**src/verilog/conv_data_pkg.sv**
```systemverilog
package conv_data_pkg;

	//////////////////////////////////////////////////
	// Word widths

	localparam int PIXEL_BITS = 8;
	localparam int WEIGHT_BITS = 8;

	// Unsigned 8-bit pixel times signed 8-bit weight fits in 16 signed bits
	localparam int PROD_BITS = PIXEL_BITS + WEIGHT_BITS;

	// Headroom for summing products over the input channels
	localparam int ACC_GUARD_BITS = 4;
	localparam int ACC_BITS = PROD_BITS + ACC_GUARD_BITS;

	// Largest channel count the accumulator can sum without overflow
	localparam int MAX_ACC_TERMS = 2 ** ACC_GUARD_BITS;

	//////////////////////////////////////////////////
	// Data types

	// Unsigned feature word
	typedef logic [PIXEL_BITS-1:0] pixel_t;

	// Two's complement filter weight
	typedef logic signed [WEIGHT_BITS-1:0] weight_t;

	// Single product
	typedef logic signed [PROD_BITS-1:0] prod_t;

	// Accumulator and output word
	typedef logic signed [ACC_BITS-1:0] acc_t;

endpackage

```
**src/verilog/conv_geom_pkg.sv**
```systemverilog
package conv_geom_pkg;

	//////////////////////////////////////////////////
	// Layer geometry defaults

	// Side of the square input image
	localparam int DEF_IMAGE_WIDTH = 4;
	// Channels per input pixel
	localparam int DEF_CH_IN = 3;
	// Output channels and so passes per frame
	localparam int DEF_CH_OUT = 4;
	// Idle cycles between passes
	localparam int DEF_GAP_CYCLES = 5;

	//////////////////////////////////////////////////
	// Derived sizes

	// Words in one stored frame
	function automatic int frame_words(int image_width, int ch_in);
		return image_width * image_width * ch_in;
	endfunction

	// Counter or address width for values 0 .. count-1
	function automatic int cnt_bits(int count);
		if (count > 2) begin
			return $clog2(count);
		end
		return 1;
	endfunction

endpackage
```
**src/verilog/pointwise_conv_top.sv**
```systemverilog
`timescale 1ns/10ps

module pointwise_conv_top
	import conv_geom_pkg::*, conv_data_pkg::*;
#(
	parameter int IMAGE_WIDTH = DEF_IMAGE_WIDTH,
	parameter int CH_IN = DEF_CH_IN,
	parameter int CH_OUT = DEF_CH_OUT,
	parameter int GAP_CYCLES = DEF_GAP_CYCLES
) (
	input  logic    clk,
	input  logic    reset,

	// Weight load while idle only
	input  logic    wgt_valid,
	input  weight_t wgt_data,

	// Input feature words
	input  logic    pxl_valid,
	input  pixel_t  pxl_data,

	// Results
	output logic    out_valid,
	output acc_t    out_data,

	output logic    busy
);

	//////////////////////////////////////////////////
	// Buffer to MAC stream

	logic   stream_valid;
	pixel_t stream_data;

	feature_replay_buffer #(
		.IMAGE_WIDTH(IMAGE_WIDTH),
		.CH_IN      (CH_IN),
		.CH_OUT     (CH_OUT),
		.GAP_CYCLES (GAP_CYCLES)
	) u_buffer (
		.clk         (clk),
		.reset       (reset),
		.pxl_valid   (pxl_valid),
		.pxl_data    (pxl_data),
		.stream_valid(stream_valid),
		.stream_data (stream_data),
		.busy        (busy)
	);

	// MAC follows the stream order with one pass per output channel
	pointwise_mac #(
		.IMAGE_WIDTH(IMAGE_WIDTH),
		.CH_IN      (CH_IN),
		.CH_OUT     (CH_OUT)
	) u_mac (
		.clk         (clk),
		.reset       (reset),
		.wgt_valid   (wgt_valid),
		.wgt_data    (wgt_data),
		.stream_valid(stream_valid),
		.stream_data (stream_data),
		.out_valid   (out_valid),
		.out_data    (out_data)
	);

endmodule

```
**src/verilog/pointwise_mac.sv**
```systemverilog
`timescale 1ns/10ps

module pointwise_mac
	import conv_geom_pkg::*, conv_data_pkg::*;
#(
	parameter int IMAGE_WIDTH = DEF_IMAGE_WIDTH,
	parameter int CH_IN = DEF_CH_IN,
	parameter int CH_OUT = DEF_CH_OUT
) (
	input  logic    clk,
	input  logic    reset,
	input  logic    wgt_valid,
	input  weight_t wgt_data,
	input  logic    stream_valid,
	input  pixel_t  stream_data,
	output logic    out_valid,
	output acc_t    out_data
);

	localparam int FRAME_WORDS = frame_words(IMAGE_WIDTH, CH_IN);
	localparam int WGT_WORDS = CH_IN * CH_OUT;
	localparam int WADDR_BITS = cnt_bits(WGT_WORDS);
	localparam int WORD_BITS = cnt_bits(FRAME_WORDS);
	localparam int IC_BITS = cnt_bits(CH_IN);
	localparam int OC_BITS = cnt_bits(CH_OUT);

	if (CH_IN > MAX_ACC_TERMS) begin : g_ch_in_check
		$error("CH_IN exceeds the accumulator headroom");
	end

	logic [WADDR_BITS-1:0] load_addr;
	logic [WADDR_BITS-1:0] rd_addr;
	logic [WADDR_BITS-1:0] wgt_addr;

	logic [WORD_BITS-1:0] word_cnt;
	logic [IC_BITS-1:0]   ic_cnt;
	logic [OC_BITS-1:0]   oc_cnt;

	weight_t wgt_q;
	pixel_t  px_d;
	logic    valid_d;
	logic    first_d;
	logic    last_d;

	logic signed [PIXEL_BITS:0] px_s;
	prod_t prod;
	acc_t  acc_base;
	acc_t  acc;

	//////////////////////////////////////////////////
	// Weight store

	// One row per output channel with a column per input channel
	assign rd_addr = WADDR_BITS'(oc_cnt * CH_IN + ic_cnt);
	assign wgt_addr = wgt_valid ? load_addr : rd_addr;

	always_ff @(posedge clk) begin
		if (reset) begin
			load_addr <= '0;
		end else if (wgt_valid) begin
			if (load_addr == WADDR_BITS'(WGT_WORDS - 1)) begin
				load_addr <= '0;
			end else begin
				load_addr <= load_addr + 1'b1;
			end
		end
	end

	feature_ram #(
		.DEPTH (WGT_WORDS),
		.word_t(weight_t)
	) u_weight_ram (
		.clk (clk),
		.en  (wgt_valid || stream_valid),
		.we  (wgt_valid),
		.addr(wgt_addr),
		.din (wgt_data),
		.dout(wgt_q)
	);

	//////////////////////////////////////////////////
	// Stream position tracking

	always_ff @(posedge clk) begin
		if (reset) begin
			word_cnt <= '0;
			ic_cnt <= '0;
			oc_cnt <= '0;
		end else if (stream_valid) begin
			if (ic_cnt == IC_BITS'(CH_IN - 1)) begin
				ic_cnt <= '0;
			end else begin
				ic_cnt <= ic_cnt + 1'b1;
			end

			// End of one pass moves to the next output channel
			if (word_cnt == WORD_BITS'(FRAME_WORDS - 1)) begin
				word_cnt <= '0;
				if (oc_cnt == OC_BITS'(CH_OUT - 1)) begin
					oc_cnt <= '0;
				end else begin
					oc_cnt <= oc_cnt + 1'b1;
				end
			end else begin
				word_cnt <= word_cnt + 1'b1;
			end
		end
	end

	//////////////////////////////////////////////////
	// Multiply-accumulate

	// Pixel waits one cycle for the registered weight
	always_ff @(posedge clk) begin
		if (reset) begin
			valid_d <= 1'b0;
			first_d <= 1'b0;
			last_d <= 1'b0;
		end else begin
			valid_d <= stream_valid;
			first_d <= (ic_cnt == '0);
			last_d <= (ic_cnt == IC_BITS'(CH_IN - 1));
		end
	end

	always_ff @(posedge clk) begin
		px_d <= stream_data;
	end

	// Zero-extend so the unsigned pixel multiplies as signed
	assign px_s = {1'b0, px_d};
	assign prod = px_s * wgt_q;
	assign acc_base = first_d ? '0 : acc;

	always_ff @(posedge clk) begin
		if (valid_d) begin
			acc <= acc_base + prod;
		end
	end

	always_ff @(posedge clk) begin
		if (reset) begin
			out_valid <= 1'b0;
		end else begin
			out_valid <= valid_d && last_d;
		end
	end

	assign out_data = acc;

endmodule

```
**src/verilog/feature_replay_buffer.sv**
```systemverilog
`timescale 1ns/10ps

module feature_replay_buffer
	import conv_geom_pkg::*, conv_data_pkg::*;
#(
	parameter int IMAGE_WIDTH = DEF_IMAGE_WIDTH,
	parameter int CH_IN = DEF_CH_IN,
	parameter int CH_OUT = DEF_CH_OUT,
	parameter int GAP_CYCLES = DEF_GAP_CYCLES
) (
	input  logic   clk,
	input  logic   reset,
	input  logic   pxl_valid,
	input  pixel_t pxl_data,
	output logic   stream_valid,
	output pixel_t stream_data,
	output logic   busy
);

	localparam int FRAME_WORDS = frame_words(IMAGE_WIDTH, CH_IN);
	localparam int ADDR_BITS = cnt_bits(FRAME_WORDS);
	localparam int GAP_BITS = cnt_bits(GAP_CYCLES);
	localparam int PASS_BITS = cnt_bits(CH_OUT);

	typedef enum logic [1:0] {
		S_IDLE,
		S_FILL,
		S_GAP,
		S_REPLAY
	} state_t;

	state_t state;

	logic [ADDR_BITS-1:0] addr_cnt;
	logic [GAP_BITS-1:0]  gap_cnt;
	logic [PASS_BITS-1:0] pass_cnt;

	// High for the cycle that carries the final word of a frame
	logic drain;

	logic accept;
	logic reading;
	logic ram_en;
	logic pass_end;
	logic last_pass;

	pixel_t ram_dout;
	pixel_t fwd_data;
	logic   from_ram;

	//////////////////////////////////////////////////
	// Control decode

	// Pixels only count while idle or filling
	assign accept = pxl_valid && (((state == S_IDLE) && !drain) || (state == S_FILL));
	assign reading = (state == S_REPLAY);
	assign ram_en = accept || reading;

	assign pass_end = ram_en && (addr_cnt == ADDR_BITS'(FRAME_WORDS - 1));
	assign last_pass = (pass_cnt == PASS_BITS'(CH_OUT - 1));

	assign busy = (state != S_IDLE) || drain;

	// Pass 0 forwards the live word and replay passes take the RAM word
	assign stream_data = from_ram ? ram_dout : fwd_data;

	//////////////////////////////////////////////////
	// FSM and counters

	always_ff @(posedge clk) begin
		if (reset) begin
			state <= S_IDLE;
			addr_cnt <= '0;
			gap_cnt <= '0;
			pass_cnt <= '0;
			drain <= 1'b0;
		end else begin
			drain <= 1'b0;

			if (ram_en) begin
				if (pass_end) begin
					addr_cnt <= '0;
					if (last_pass) begin
						// Frame done and the last word leaves next cycle
						state <= S_IDLE;
						pass_cnt <= '0;
						drain <= 1'b1;
					end else begin
						state <= S_GAP;
						pass_cnt <= pass_cnt + 1'b1;
					end
				end else begin
					addr_cnt <= addr_cnt + 1'b1;
					if (state == S_IDLE) begin
						state <= S_FILL;
					end
				end
			end

			if (state == S_GAP) begin
				if (gap_cnt == GAP_BITS'(GAP_CYCLES - 1)) begin
					gap_cnt <= '0;
					state <= S_REPLAY;
				end else begin
					gap_cnt <= gap_cnt + 1'b1;
				end
			end
		end
	end

	//////////////////////////////////////////////////
	// Output stream

	// One cycle behind the write in pass 0 and behind the read in replay
	always_ff @(posedge clk) begin
		if (reset) begin
			stream_valid <= 1'b0;
			from_ram <= 1'b0;
		end else begin
			stream_valid <= ram_en;
			from_ram <= reading;
		end
	end

	always_ff @(posedge clk) begin
		if (accept) begin
			fwd_data <= pxl_data;
		end
	end

	feature_ram #(
		.DEPTH (FRAME_WORDS),
		.word_t(pixel_t)
	) u_frame_ram (
		.clk (clk),
		.en  (ram_en),
		.we  (accept),
		.addr(addr_cnt),
		.din (pxl_data),
		.dout(ram_dout)
	);

endmodule

```
**src/verilog/feature_ram.sv**
```systemverilog
`timescale 1ns/10ps

module feature_ram
	import conv_geom_pkg::*;
#(
	parameter int DEPTH = 16,
	parameter type word_t = logic [7:0]
) (
	input  logic                       clk,
	input  logic                       en,
	input  logic                       we,
	input  logic [cnt_bits(DEPTH)-1:0] addr,
	input  word_t                      din,
	output word_t                      dout
);

	word_t mem [DEPTH];

	// Read-first so dout returns the old contents on a write
	always_ff @(posedge clk) begin
		if (en) begin
			if (we) begin
				mem[addr] <= din;
			end
			dout <= mem[addr];
		end
	end

endmodule

```
**config.mk**
```make
export PLATFORM = sky130hd
export DESIGN_NAME = pointwise_conv_top
export DESIGN_NICKNAME = d
export VERILOG_FILES = /design/src/verilog/conv_data_pkg.sv /design/src/verilog/conv_geom_pkg.sv /design/src/verilog/pointwise_conv_top.sv /design/src/verilog/pointwise_mac.sv /design/src/verilog/feature_replay_buffer.sv /design/src/verilog/feature_ram.sv
export SDC_FILE = /design/constraint.sdc
export NUM_CORES = 1
export LEC_CHECK = 0
export ABC_AREA = 1
export BUFFER_PORTS_ARGS = -buffer_cell sky130_fd_sc_hd__buf_2
export CAP_MARGIN = 10
export CORE_MARGIN = 1
export CORE_UTILIZATION = 50
export CTS_BUF_LIST = sky130_fd_sc_hd__clkbuf_4 sky130_fd_sc_hd__clkbuf_8 sky130_fd_sc_hd__clkbuf_16
export DETAILED_ROUTE_END_ITERATION = 6
export PLACE_DENSITY = 0.66
export SYNTH_ARGS = -nofsm -noshare
export SYNTH_HDL_FRONTEND = slang
export SYNTH_SLANG_ARGS = --single-unit
```
**constraint.sdc**
```tcl
create_clock -name clk -period 6.1 [get_ports clk]
set_input_delay 0 -clock clk [delete_from_list [all_inputs] [get_ports clk]]
set_output_delay 0 -clock clk [all_outputs]
set_load 0.01 [all_outputs]
```
---- Word-level counts from Yosys, hierarchy flattened ----
Memory sizes are Yosys's and may differ from the RTL's. A register that Yosys moved wholly into a read port is not among the register bits.
Cells that the tools add are included.
storage, ports and cells
  logic and storage cells ................. 81
  bits in registers ....................... 70
  input port bits ......................... 20
  bits in writable memories ............... 480
  output and inout port bits .............. 22
  memories ................................ 2
memory list
  name                      words  bits a word  rd ports  clocked after memory_dff  wr ports  RTL line           source
  u_buffer.u_frame_ram.mem  48     8            1         1                         1         feature_ram.sv:17  word_t mem [DEPTH];
  u_mac.u_weight_ram.mem    12     8            1         1                         1         feature_ram.sv:17
cells by class
  bitwise gates (word level) .............. 2
  eq/ne operators ......................... 10
  add/subtract/negate cells ............... 9
  reductions and logical operators ........ 15
  multiplexer cells ....................... 23
  $mul .................................... 2
operator list
  kind                 number
  $add 20x16->20       1
  $mux 20              1
  $mux 2               9
  $mul 9x8->16         1
  $add 6x1->6 const B  2
  $eq 6x6->1 const B   2
  $mux 6               2
  $eq 2x2->1 const B   5
  $mux 4               2
  $mux 8               1
  $mux 1               7
  $add 2x1->2 const B  3
  $add 4x1->4 const B  1
  $add 4x2->4          1
  $eq 4x4->1 const B   1
  $logic_and 1x1->1    4
  $logic_not 2->1      2
  $logic_or 1x1->1     4
  $mul 2x2->4 const B  1
  $reduce_and 2->1     2
  $add 3x1->3 const B  1
  $eq 3x3->1 const B   1
  $mux 3               1
  $reduce_or 3->1      1
  other kinds (4)      5

---- Longest topological paths before layout ----
Gate-level depths: netlist (run 1).
  depth in word-level cells ............... 10
  mapped depth ............................ 31
  gate-level depth less buffers ........... 30

---- By module ----
Synthesis (run 1) repeated with hierarchy kept, for this count alone.
unflattened totals
  cell total of the unflattened synthesis .. 2665
  area total of the unflattened synthesis .. 27027.2 um^2
modules (own cells, without submodules)
  module                              seq. area each (um^2)  cells an instance  area an instance (um^2)  times used
  feature_ram (u_buffer.u_frame_ram)  11771.3                1513               16618.4                  1
  pointwise_mac                       1121.1                 638                4959.8                   1
  feature_ram (u_mac.u_weight_ram)    3123.0                 395                4327.9                   1
  feature_replay_buffer               560.5                  119                1121.1                   1

---- Worst setup path after synthesis (run 1) ----
Ideal clock, no wire load.
  path type ............................... register to register
  start ................................... register u_mac.u_weight_ram.dout[7] in the netlist's numbering (read register of u_mac.u_weight_ram.mem)
  end ..................................... register u_mac.acc[19] (netlist: u_mac.out_data[19]), data pin
  setup slack ............................. 0.563 ns
  cell stages (with the launch flop) ...... 28
  period minus slack after synthesis ...... 5.537 ns
  path buffers ............................ 0
  data required time ...................... 5.848 ns
  setup time .............................. 0.252 ns
  arrival time ............................ 5.285 ns
  cell sequence ........................... edfxtp_1 -> clkinv_1 -> or2_2 -> fa_1 -> fa_1 -> inv_1 -> fa_1 -> inv_1 -> fa_1 -> inv_1 -> ha_1 -> a21oi_1 -> o21ai_0 -> a21oi_1 -> o21ai_0 -> a21oi_1 -> o21bai_1 -> xor2_1 -> ha_1 -> nand2_1 -> nor4_1 -> nand2_1 -> nand2_1 -> nand3_1 -> nand2_1 -> nand2_1 -> nand3_1 -> nand2_1
between the ends
  cells in the longest elaborated chain, start to end .. 2
ends and longest elaborated chain
  element               RTL line              source
  from (decl)           feature_ram.sv:14     output word_t dout
  $mul 9x8->16          pointwise_mac.sv:132  assign prod = px_s * wgt_q;
  $add 20x16->20        pointwise_mac.sv:137  acc <= acc_base + prod;
  to (signal assigned)  pointwise_mac.sv:137
  to (decl)             pointwise_mac.sv:48   acc_t acc;
Every way passes these cells.
A chain may end at the register's enable or synchronous reset.

---- Final worst setup path (run 1) ----
Ends and elaborated chain as after synthesis.

==> results.yml, run 1 <==
run_status:
  status: "completed"
power:
  total_leakage_power_nw: 10.14
  powerDensity_nw_per_um2: 389.5
  ir_drop_mv: 0.2790
clock_network:
  cts-root-buf: "clkbuf_16"
  htreeDepth: 2
  ctsLongestPathBuffers: 3
  clk_pin_slew_worst_paths_ns: 0.06
  clk_latency_ns: 0.62
  clock_sinks: 566
  postCtsSetupBuffers: 0
  cts_buffers: 55
  cts_tree: "yes"
synthesis:
  synth_area_per_cell_um2: 12.68
  synth_cell_types: 55
  syn-cell-area_um2: 24680
  synthCells: 1946
  synth_seq_cells: 566
  synth_area_leaders: "edfxtp_1, nand2_1, ha_1"
  yosys.area.top_type: "edfxtp_1"
  ys_warn_count: 0
  synth_top_cell_area_share_pct: 63.75
  yosysSeqAreaShare_pct: 67.16
  syn_nets: 2074
min_path:
  min_from: "pxl_data[6]"
  hold_depth: 1
  hold_path.class: "in -> reg"
  whs_endpoint: "u_buffer.u_frame_ram.mem[41][6]"
global_route:
  grt_pass1_vias: 14810
  grt_usage_pct: 21.93
  antenna_found_initial: 1
  grt.overflow.total: 0
  grt_first_pass_wirelength_um: 84260
  grt_max_degree: 52
cells_and_area:
  mostFrequentLayoutCell: "edfxtp_1"
  final_cell_mix: "edfxtp_1, nand2_1, inv_1"
  stdcell_count: 2695
  post-route-util_pct: 55.90
  n_antenna_cell: 0
  n_fill_cell: 4002
  area_growth_pct: 10.64
  final_nets: 2116
  drive_above_1_share_pct: 9.995
detailed_routing:
  vias: 15040
  avgRoutedWirePerCell_um: 20.24
  via_per_inst: 5.580
  totalWireLength_um: 54560
  ant_nets: 0
  drc_errors: 0
  drt_pre_antenna_iters: 6
  drtIter0Drc: 1462
timing:
  fin_crit_ns: 5.713
  setup_violations: 0
  finalHoldWorstSlack_ns: 0.09812
  hold_violations: 0
  fin_setup_tns_ns: 0
  min_period_over_period_pct: 93.65
  rsz0062_at_grt: "no"
  skew_ns: 0.02111
  max-slew-margin-rel_pct: 22.14
  finalWorstSetupSlack_ns: 0.3875
  slew_violations: 0
  worst_pin_slew_ns: 1.166
  timing.fmax_mhz: 175.1
floorplan:
  boundaryPins: 42
  fp.dieH_um: 224.2
  core_um2: 48850
  start_util_pct: 50.53
  rows: 81
  die-area_um2: 50250
  fp.dieW_um: 224.2
setup_path:
  path_max_fanout: 6
  critPathRequiredTime_ns: 6.47
  crit_type: "reg -> reg"
  cp-start-kind: "flip-flop"
  r2r_slack_ns: 0.39
  reg2regPathDepth: 27
  arrival_ns: 6.08
  worstSetupEndpointType: "flip-flop"
  reg2reg_from: "u_mac.u_weight_ram.dout[7]"
  r2r_end: "u_mac.out_data[19]"
placed_design:
  portBuffers: 41
  gp_congestion: 0.8536
  place_inst: 2582
  dp_hpwl_um: 32980
  pre_cts_ws_ns: 0.1641
run:
  drv_cap: 0
==> per-stage QoR <==
stage,cell area [um2],total power (W)
6_report,27310,0.01064
5_1_grt,27310,0.01117
4_1_cts,27290,0.01066
3_5_place_dp,25360,0.007307
3_3_place_gp,25360,0.007260
2_1_floorplan,24680,0.006640
==> synth_stat cells (all sizes together) <==
| library cell | count |
|---|---|
| edfxtp | 524 |
| buf | 51 |
| fa | 40 |
| a22o | 16 |
| o21bai | 1 |
| a311oi | 1 |
| a21boi | 2 |
| ha | 68 |
| o21a | 1 |
| nand3b | 1 |
| a31oi | 26 |
| clkinv | 4 |
| mux2 | 8 |
| a32o | 1 |
| a211oi | 3 |
| nor4 | 1 |
| a41oi | 1 |
| o22ai | 1 |
| a221oi | 31 |
| or2 | 5 |
| nand3 | 89 |
| and3 | 12 |
| dfxtp | 42 |
| nor3b | 2 |
| inv | 194 |
| nand2 | 359 |
| o21ai | 38 |
| nand4 | 41 |
| o211ai | 8 |
| xor2 | 22 |
| or3 | 8 |
| xnor2 | 14 |
| o2111ai | 1 |
| a22oi | 74 |
| a21oi | 66 |
| clkbuf | 30 |
| nor2 | 146 |
| nor3 | 12 |
| a21o | 2 |
==> cells by family after synthesis <==
logic type               Yosys count  synth area share, %
multiplexers                       8               0.3650
flip-flops                       566                67.16
buffers and inverters            279                4.897
AO/OA/AOI/OAI                    273                7.746
XOR/XNOR                          36                1.277
adder cells (fa/ha/maj)          108                6.692
AND/OR/NAND/NOR                  676                11.86
==> area by class of cell <==
class / instances / area (um2) / share of cell area [%]
clock inverters: 28 / 245.2 / 0.8981
multi-input cells: 1101 / 6912 / 25.31
flip-flops and latches: 566 / 16580 / 60.70
inverters: 198 / 752.0 / 2.754
well taps: 664 / 830.8 / 3.042
clock buffers: 72 / 1574 / 5.764
repair buffers: 66 / 417.9 / 1.530
==> critical path, cell delays in order, from the launching register on <==
cell,delay [ns]
edfxtp_1,0.42
inv_2,0.08
or2_2,0.29
fa_1,0.46
fa_1,0.49
inv_1,0.05
fa_1,0.47
inv_1,0.05
fa_1,0.47
inv_1,0.04
ha_1,0.36
a21oi_2,0.20
o21ai_1,0.10
a21oi_2,0.17
o21ai_1,0.12
a21oi_1,0.15
o21bai_1,0.08
xor2_1,0.15
ha_1,0.37
nand2_1,0.11
nor4_1,0.30
nand2_1,0.09
nand2_1,0.10
nand3_1,0.08
nand2_1,0.09
nand2_1,0.07
nand3_1,0.07
nand2_1,0.05
==> power by group <==
part           total [W]  internal, W  switching (W)
registers        0.00452      0.00446      0.0000605
clock network    0.00338      0.00195        0.00143
logic            0.00273      0.00103        0.00170
==> per-layer routing <==
layer / vias up / wire (um) / GRT usage, %
met5: - / 0 / 0
met4: 0 / 1351 / 6.671
met3: 83 / 3381 / 3.358
met2: 500 / 25810 / 35.28
met1: 7423 / 24010 / 30.94
li1: 7031 / - / -
==> how the worst max path moves through the flow <==
stage	start	endpoint	slack, ns	depth (start not counted)
floorplan	u_mac.u_weight_ram.dout[7]	u_mac.out_data[19]	0.56	27
global route	u_mac.u_weight_ram.dout[7]	u_mac.out_data[19]	0.03	27
finish	u_mac.u_weight_ram.dout[7]	u_mac.out_data[19]	0.39	27
global placement	u_mac.u_weight_ram.dout[7]	u_mac.out_data[19]	0.29	27
detailed placement	u_mac.u_weight_ram.dout[7]	u_mac.out_data[19]	0.16	27
CTS	u_mac.u_weight_ram.dout[7]	u_mac.out_data[19]	0.15	27
==> flip-flops by register name, summed over array words and instances, names as in the netlist <==
name and cells:
u_buffer.state 2, u_mac.valid_d 1, u_mac.px_d 8, u_buffer.u_frame_ram.dout 8
u_mac.out_data 20, u_mac.first_d 1, u_buffer.drain 1, u_buffer.from_ram 1
u_buffer.fwd_data 8, u_mac.u_weight_ram.mem 96, u_buffer.gap_cnt 3, u_mac.out_valid 1
u_mac.ic_cnt 2, u_buffer.addr_cnt 6, u_mac.load_addr 4, u_buffer.u_frame_ram.mem 384
u_mac.u_weight_ram.dout 8, u_buffer.stream_valid 1, u_mac.word_cnt 6, u_buffer.pass_cnt 2
u_mac.last_d 1, u_mac.oc_cnt 2
==> what timing repair did <==
item	CTS	global route
resized for setup	0	5
hold buffers	11	0
endpoints found under the setup margin	0	2
endpoints found under the hold margin	115	0
No activity file was read; power rests on OpenSTA's default activity.
==> run 2: changes to the inputs <==
--- a/config.mk
+++ b/config.mk
@@ -13,6 +13,7 @@
 export CTS_BUF_LIST = sky130_fd_sc_hd__clkbuf_4 sky130_fd_sc_hd__clkbuf_8 sky130_fd_sc_hd__clkbuf_16
 export DETAILED_ROUTE_END_ITERATION = 6
 export PLACE_DENSITY = 0.66
+export SETUP_SLACK_MARGIN = 0.4
 export SYNTH_ARGS = -nofsm -noshare
 export SYNTH_HDL_FRONTEND = slang
 export SYNTH_SLANG_ARGS = --single-unit
==> results.yml, run 2 (synthesis gave the netlist of run 1 again) <==
cells_and_area:
  drive_above_1_share_pct: 11.54
  final_nets: 2130
  n_antenna_cell: 0
  post-route-util_pct: 56.28
  mostFrequentLayoutCell: "edfxtp_1"
  largest_reg_flops: 384
  stdcell_count: 2709
  regMostFlops: "u_buffer.u_frame_ram.mem"
  final_cell_mix: "edfxtp_1, nand2_1, inv_1"
  area_growth_pct: 11.40
clock_network:
  htreeDepth: 2
  cts_tree: "yes"
  cts_buffers: 55
  clock_sinks: 566
  clk_latency_ns: 0.61
  clk_pin_slew_worst_paths_ns: 0.06
  cts-root-buf: "clkbuf_16"
  ctsLongestPathBuffers: 3
global_route:
  antenna_found_initial: 1
  grt_max_degree: 52
  grt_first_pass_wirelength_um: 84350
  busiest_layer: "met2"
  use_met3_pct: 3.358
  met1_usage_pct: 30.95
  grt.overflow.total: 0
  grt_pass1_vias: 14830
  grt_usage_pct: 21.95
  use_met2_pct: 35.27
run_status:
  status: "completed"
detailed_routing:
  vias: 15080
  drt_pre_antenna_iters: 5
  avgRoutedWirePerCell_um: 20.14
  totalWireLength_um: 54570
  drc_errors: 0
  via_per_inst: 5.567
  ant_nets: 0
  drtIter0Drc: 1473
timing:
  hold_violations: 0
  max-slew-margin-rel_pct: 22.27
  timing.fmax_mhz: 184.1
  worst_pin_slew_ns: 1.164
  rsz0062_at_grt: "no"
  min_period_over_period_pct: 89.04
  setup_violations: 0
  skew_ns: 0.01734
  slew_violations: 0
  fin_crit_ns: 5.431
  fin_setup_tns_ns: 0
floorplan:
  rows: 81
  die-area_um2: 50250
  fp.dieH_um: 224.2
  start_util_pct: 50.53
  boundaryPins: 42
  core_um2: 48850
  fp.dieW_um: 224.2
power:
  combinationalPowerShare_pct: 27.3
  total_leakage_power_nw: 10.22
  swShare_pct: 30.36
  power_frac_seq_pct: 41.6
  ir_drop_mv: 0.2992
  clkPwrFrac_pct: 31.1
  p_sw_w: 0.003297
  p_int_w: 0.007564
  powerDensity_nw_per_um2: 395.0
setup_path:
  critPathRequiredTime_ns: 6.46
  cp-start-kind: "flip-flop"
  crit_slowest_cell: "fa_1"
  worstSetupEndpointType: "flip-flop"
  crit_type: "reg -> reg"
  crit_family: "adder cells"
  arrival_ns: 5.80
  cpPeakStageDelay_ns: 0.49
  path_max_fanout: 6
  crit_buf_inv: 4
  r2r_slack_ns: 0.67
placed_design:
  portBuffers: 41
  gp_congestion: 0.8536
  place_inst: 2582
  dp_hpwl_um: 32980
min_path:
  hold_path.class: "in -> reg"
run:
  drv_cap: 0
[run 2: worst paths after layout]
kind	from	cells after the start	endpoint
max	u_mac.u_weight_ram.dout[7]	27	u_mac.out_data[19]
min	pxl_data[0]	1	u_buffer.u_frame_ram.mem[26][0]
max reg2reg	u_mac.u_weight_ram.dout[7]	27	u_mac.out_data[19]
min reg2reg	u_mac.last_d	2	u_mac.out_valid
[run 2: cell type report]
type                       instances  area (um2)
multi-input combinational       1101        6987
timing repair buffer              80       523.0
tap                              664       830.8
clock buffer                      72        1574
sequential                       566       16580
inverter                         198       753.2
fill                            3980       21360
clock inverter                    28       245.2
[run 2: layer usage]
layer | part of all wire [%] | wire [um]
met3 | 6.4 | 3494
met4 | 2.5 | 1375
met5 | 0 | 0
met2 | 47 | 25800
met1 | 44 | 23890
[run 2: repair_timing]
item	4_1_cts	5_1_grt
pin swaps	1	4
setup endpoints to repair	2	5
setup buffers	4	10
resized for setup	3	24
hold buffers	11	0
hold endpoints to repair	115	0
[run 2: power by group through the flow]
stage | Combinational [W] | Sequential (W) | Clock, W
after floorplan | 0.00204 | 0.00460 | 0
after CTS | 0.00275 | 0.00452 | 0.00342
after global routing | 0.00331 | 0.00453 | 0.00355
final | 0.00297 | 0.00452 | 0.00338
after global placement | 0.00266 | 0.00460 | 0
after detailed placement | 0.00270 | 0.00460 | 0
[run 2: stage by stage]
stage / cell area (um2) / total power [W] / setup slack, ns / hold slack (ns)
after floorplan: 24680 / 0.006640 / 0.5632 / 0.07802
after global placement: 25360 / 0.007260 / 0.2948 / 0.3404
after detailed placement: 25360 / 0.007307 / 0.1641 / 0.3472
after CTS: 27330 / 0.01070 / 0.4403 / 0.08787
after global routing: 27490 / 0.01140 / 0.3689 / 0.1212
final: 27490 / 0.01086 / 0.6688 / 0.1053
==> run 3: changes to the inputs <==
--- a/config.mk
+++ b/config.mk
@@ -8,7 +8,7 @@
 export ABC_AREA = 1
 export BUFFER_PORTS_ARGS = -buffer_cell sky130_fd_sc_hd__buf_2
 export CAP_MARGIN = 10
-export CORE_MARGIN = 1
+export CORE_ASPECT_RATIO = 1.75
 export CORE_UTILIZATION = 50
 export CTS_BUF_LIST = sky130_fd_sc_hd__clkbuf_4 sky130_fd_sc_hd__clkbuf_8 sky130_fd_sc_hd__clkbuf_16
 export DETAILED_ROUTE_END_ITERATION = 6
==> results.yml, run 3 (synthesis gave the netlist of run 1 again) <==
clock_network:
  clk_pin_slew_worst_paths_ns: 0.06
  ctsLongestPathBuffers: 3
  cts_tree: "yes"
  clock_sinks: 566
  cts-root-buf: "clkbuf_16"
  cts_buffers: 47
  clk_latency_ns: 0.59
  htreeDepth: 2
timing:
  min_period_over_period_pct: 88.45
  finalHoldWorstSlack_ns: 0.08064
  finalWorstSetupSlack_ns: 0.7048
  worst_pin_slew_ns: 1.171
  fin_setup_tns_ns: 0
  skew_ns: 0.03129
  rsz0062_at_grt: "no"
  fin_crit_ns: 5.395
  slew_violations: 0
  setup_violations: 0
  hold_violations: 0
  max-slew-margin-rel_pct: 21.83
  timing.fmax_mhz: 185.4
setup_path:
  critPathRequiredTime_ns: 6.43
  path_max_fanout: 8
  worstSetupEndpointType: "flip-flop"
  crit_type: "reg -> reg"
  cp-start-kind: "flip-flop"
  arrival_ns: 5.73
floorplan:
  boundaryPins: 42
  rows: 107
  core_um2: 48730
  fp.dieW_um: 170.0
  start_util_pct: 50.65
  die-area_um2: 50290
  fp.dieH_um: 295.9
cells_and_area:
  n_fill_cell: 3978
  drive_above_1_share_pct: 10.32
  mostFrequentLayoutCell: "edfxtp_1"
  regMostFlops: "u_buffer.u_frame_ram.mem"
  final_nets: 2118
  stdcell_count: 2679
  largest_reg_flops: 384
  final_cell_mix: "edfxtp_1, nand2_1, inv_1"
  n_antenna_cell: 0
  area_growth_pct: 10.11
detailed_routing:
  ant_nets: 0
  avgRoutedWirePerCell_um: 20.99
  drt_pre_antenna_iters: 7
  totalWireLength_um: 56240
  drtIter0Drc: 991
  drc_errors: 2
  vias: 15070
  via_per_inst: 5.624
global_route:
  grt_max_degree: 52
  grt_usage_pct: 22.87
  grt_pass1_vias: 15420
  grt_first_pass_wirelength_um: 86330
  antenna_found_initial: 0
  grt.overflow.total: 0
power:
  powerDensity_nw_per_um2: 385.8
  ir_drop_mv: 0.2805
  total_leakage_power_nw: 10.06
placed_design:
  dp_hpwl_um: 35530
  gp_congestion: 0.8604
  pre_cts_ws_ns: 0.2531
  place_inst: 2571
  portBuffers: 41
run_status:
  status: "finished, violations left"
  violations: "DRC"
min_path:
  hold_path.class: "in -> reg"
run:
  drv_cap: 0
-- run 3: repair_timing --
item / CTS / global route
hold buffers: 11 / 0
resized for setup: 2 / 13
hold endpoints to repair: 111 / 0
buffers inserted: 2 / 9
pin swaps: 1 / 2
setup endpoints to repair: 2 / 4
-- run 3: area by class of cell --
cell class / count / area (um2) / area share [%]
clock buffer: 57 / 1275 / 4.691
clock inverter: 27 / 307.8 / 1.133
inverter: 198 / 752.0 / 2.767
multi-input combinational: 1101 / 6954 / 25.59
sequential: 566 / 16580 / 61.01
tap: 654 / 818.3 / 3.011
timing repair buffer: 76 / 490.5 / 1.805
-- run 3: path summary, 6_finish.rpt --
kind                                    from                         endpoint  slack, ns  cells past startpoint
setup / recovery  u_mac.u_weight_ram.dout[7]               u_mac.out_data[19]       0.70                     25
hold / removal                   pxl_data[6]  u_buffer.u_frame_ram.mem[25][6]       0.08                      1
setup reg to reg  u_mac.u_weight_ram.dout[7]               u_mac.out_data[19]       0.70                     25
hold reg to reg                 u_mac.last_d                  u_mac.out_valid       0.42                      2
-- run 3: worst max-delay path, cell delays in order, from the launching register on --
cell	delay (ns)
edfxtp_1	0.35
clkinv_1	0.09
buf_4	0.17
nor2_1	0.13
fa_1	0.45
fa_1	0.46
fa_1	0.50
inv_1	0.05
fa_1	0.47
inv_1	0.04
ha_1	0.33
a21oi_2	0.19
o21ai_2	0.08
a21oi_2	0.15
buf_4	0.14
xnor2_1	0.06
ha_1	0.37
nand2_1	0.17
o21ai_0	0.34
a21oi_1	0.12
nand2_1	0.13
nand3_1	0.09
nand2_1	0.09
nand2_1	0.08
nand3_1	0.07
nand2_1	0.05
-- run 3: report_power, final --
part	internal [W]	switching [W]
clock network	0.00172	0.00138
logic	0.00111	0.00176
registers	0.00446	0.0000586
total	0.00729	0.00320
-- run 3: routing by layer --
layer / vias to the layer above / part of all wire (%) / track usage, %
met5: - / 0 / 0
met1: 7448 / 37 / 25.85
met2: 471 / 54 / 42.67
li1: 7016 / - / -
met3: 132 / 5.0 / 2.656
met4: 0 / 4.4 / 10.50
-- run 3: per-stage QoR --
stage	power, W	instance area [um2]	util, %
4_1_cts	0.01039	27050	55.51
2_1_floorplan	0.006640	24680	-
3_5_place_dp	0.007314	25340	52.00
3_3_place_gp	0.007223	25340	52.00
6_report	0.01049	27180	55.77
5_1_grt	0.01099	27180	55.77
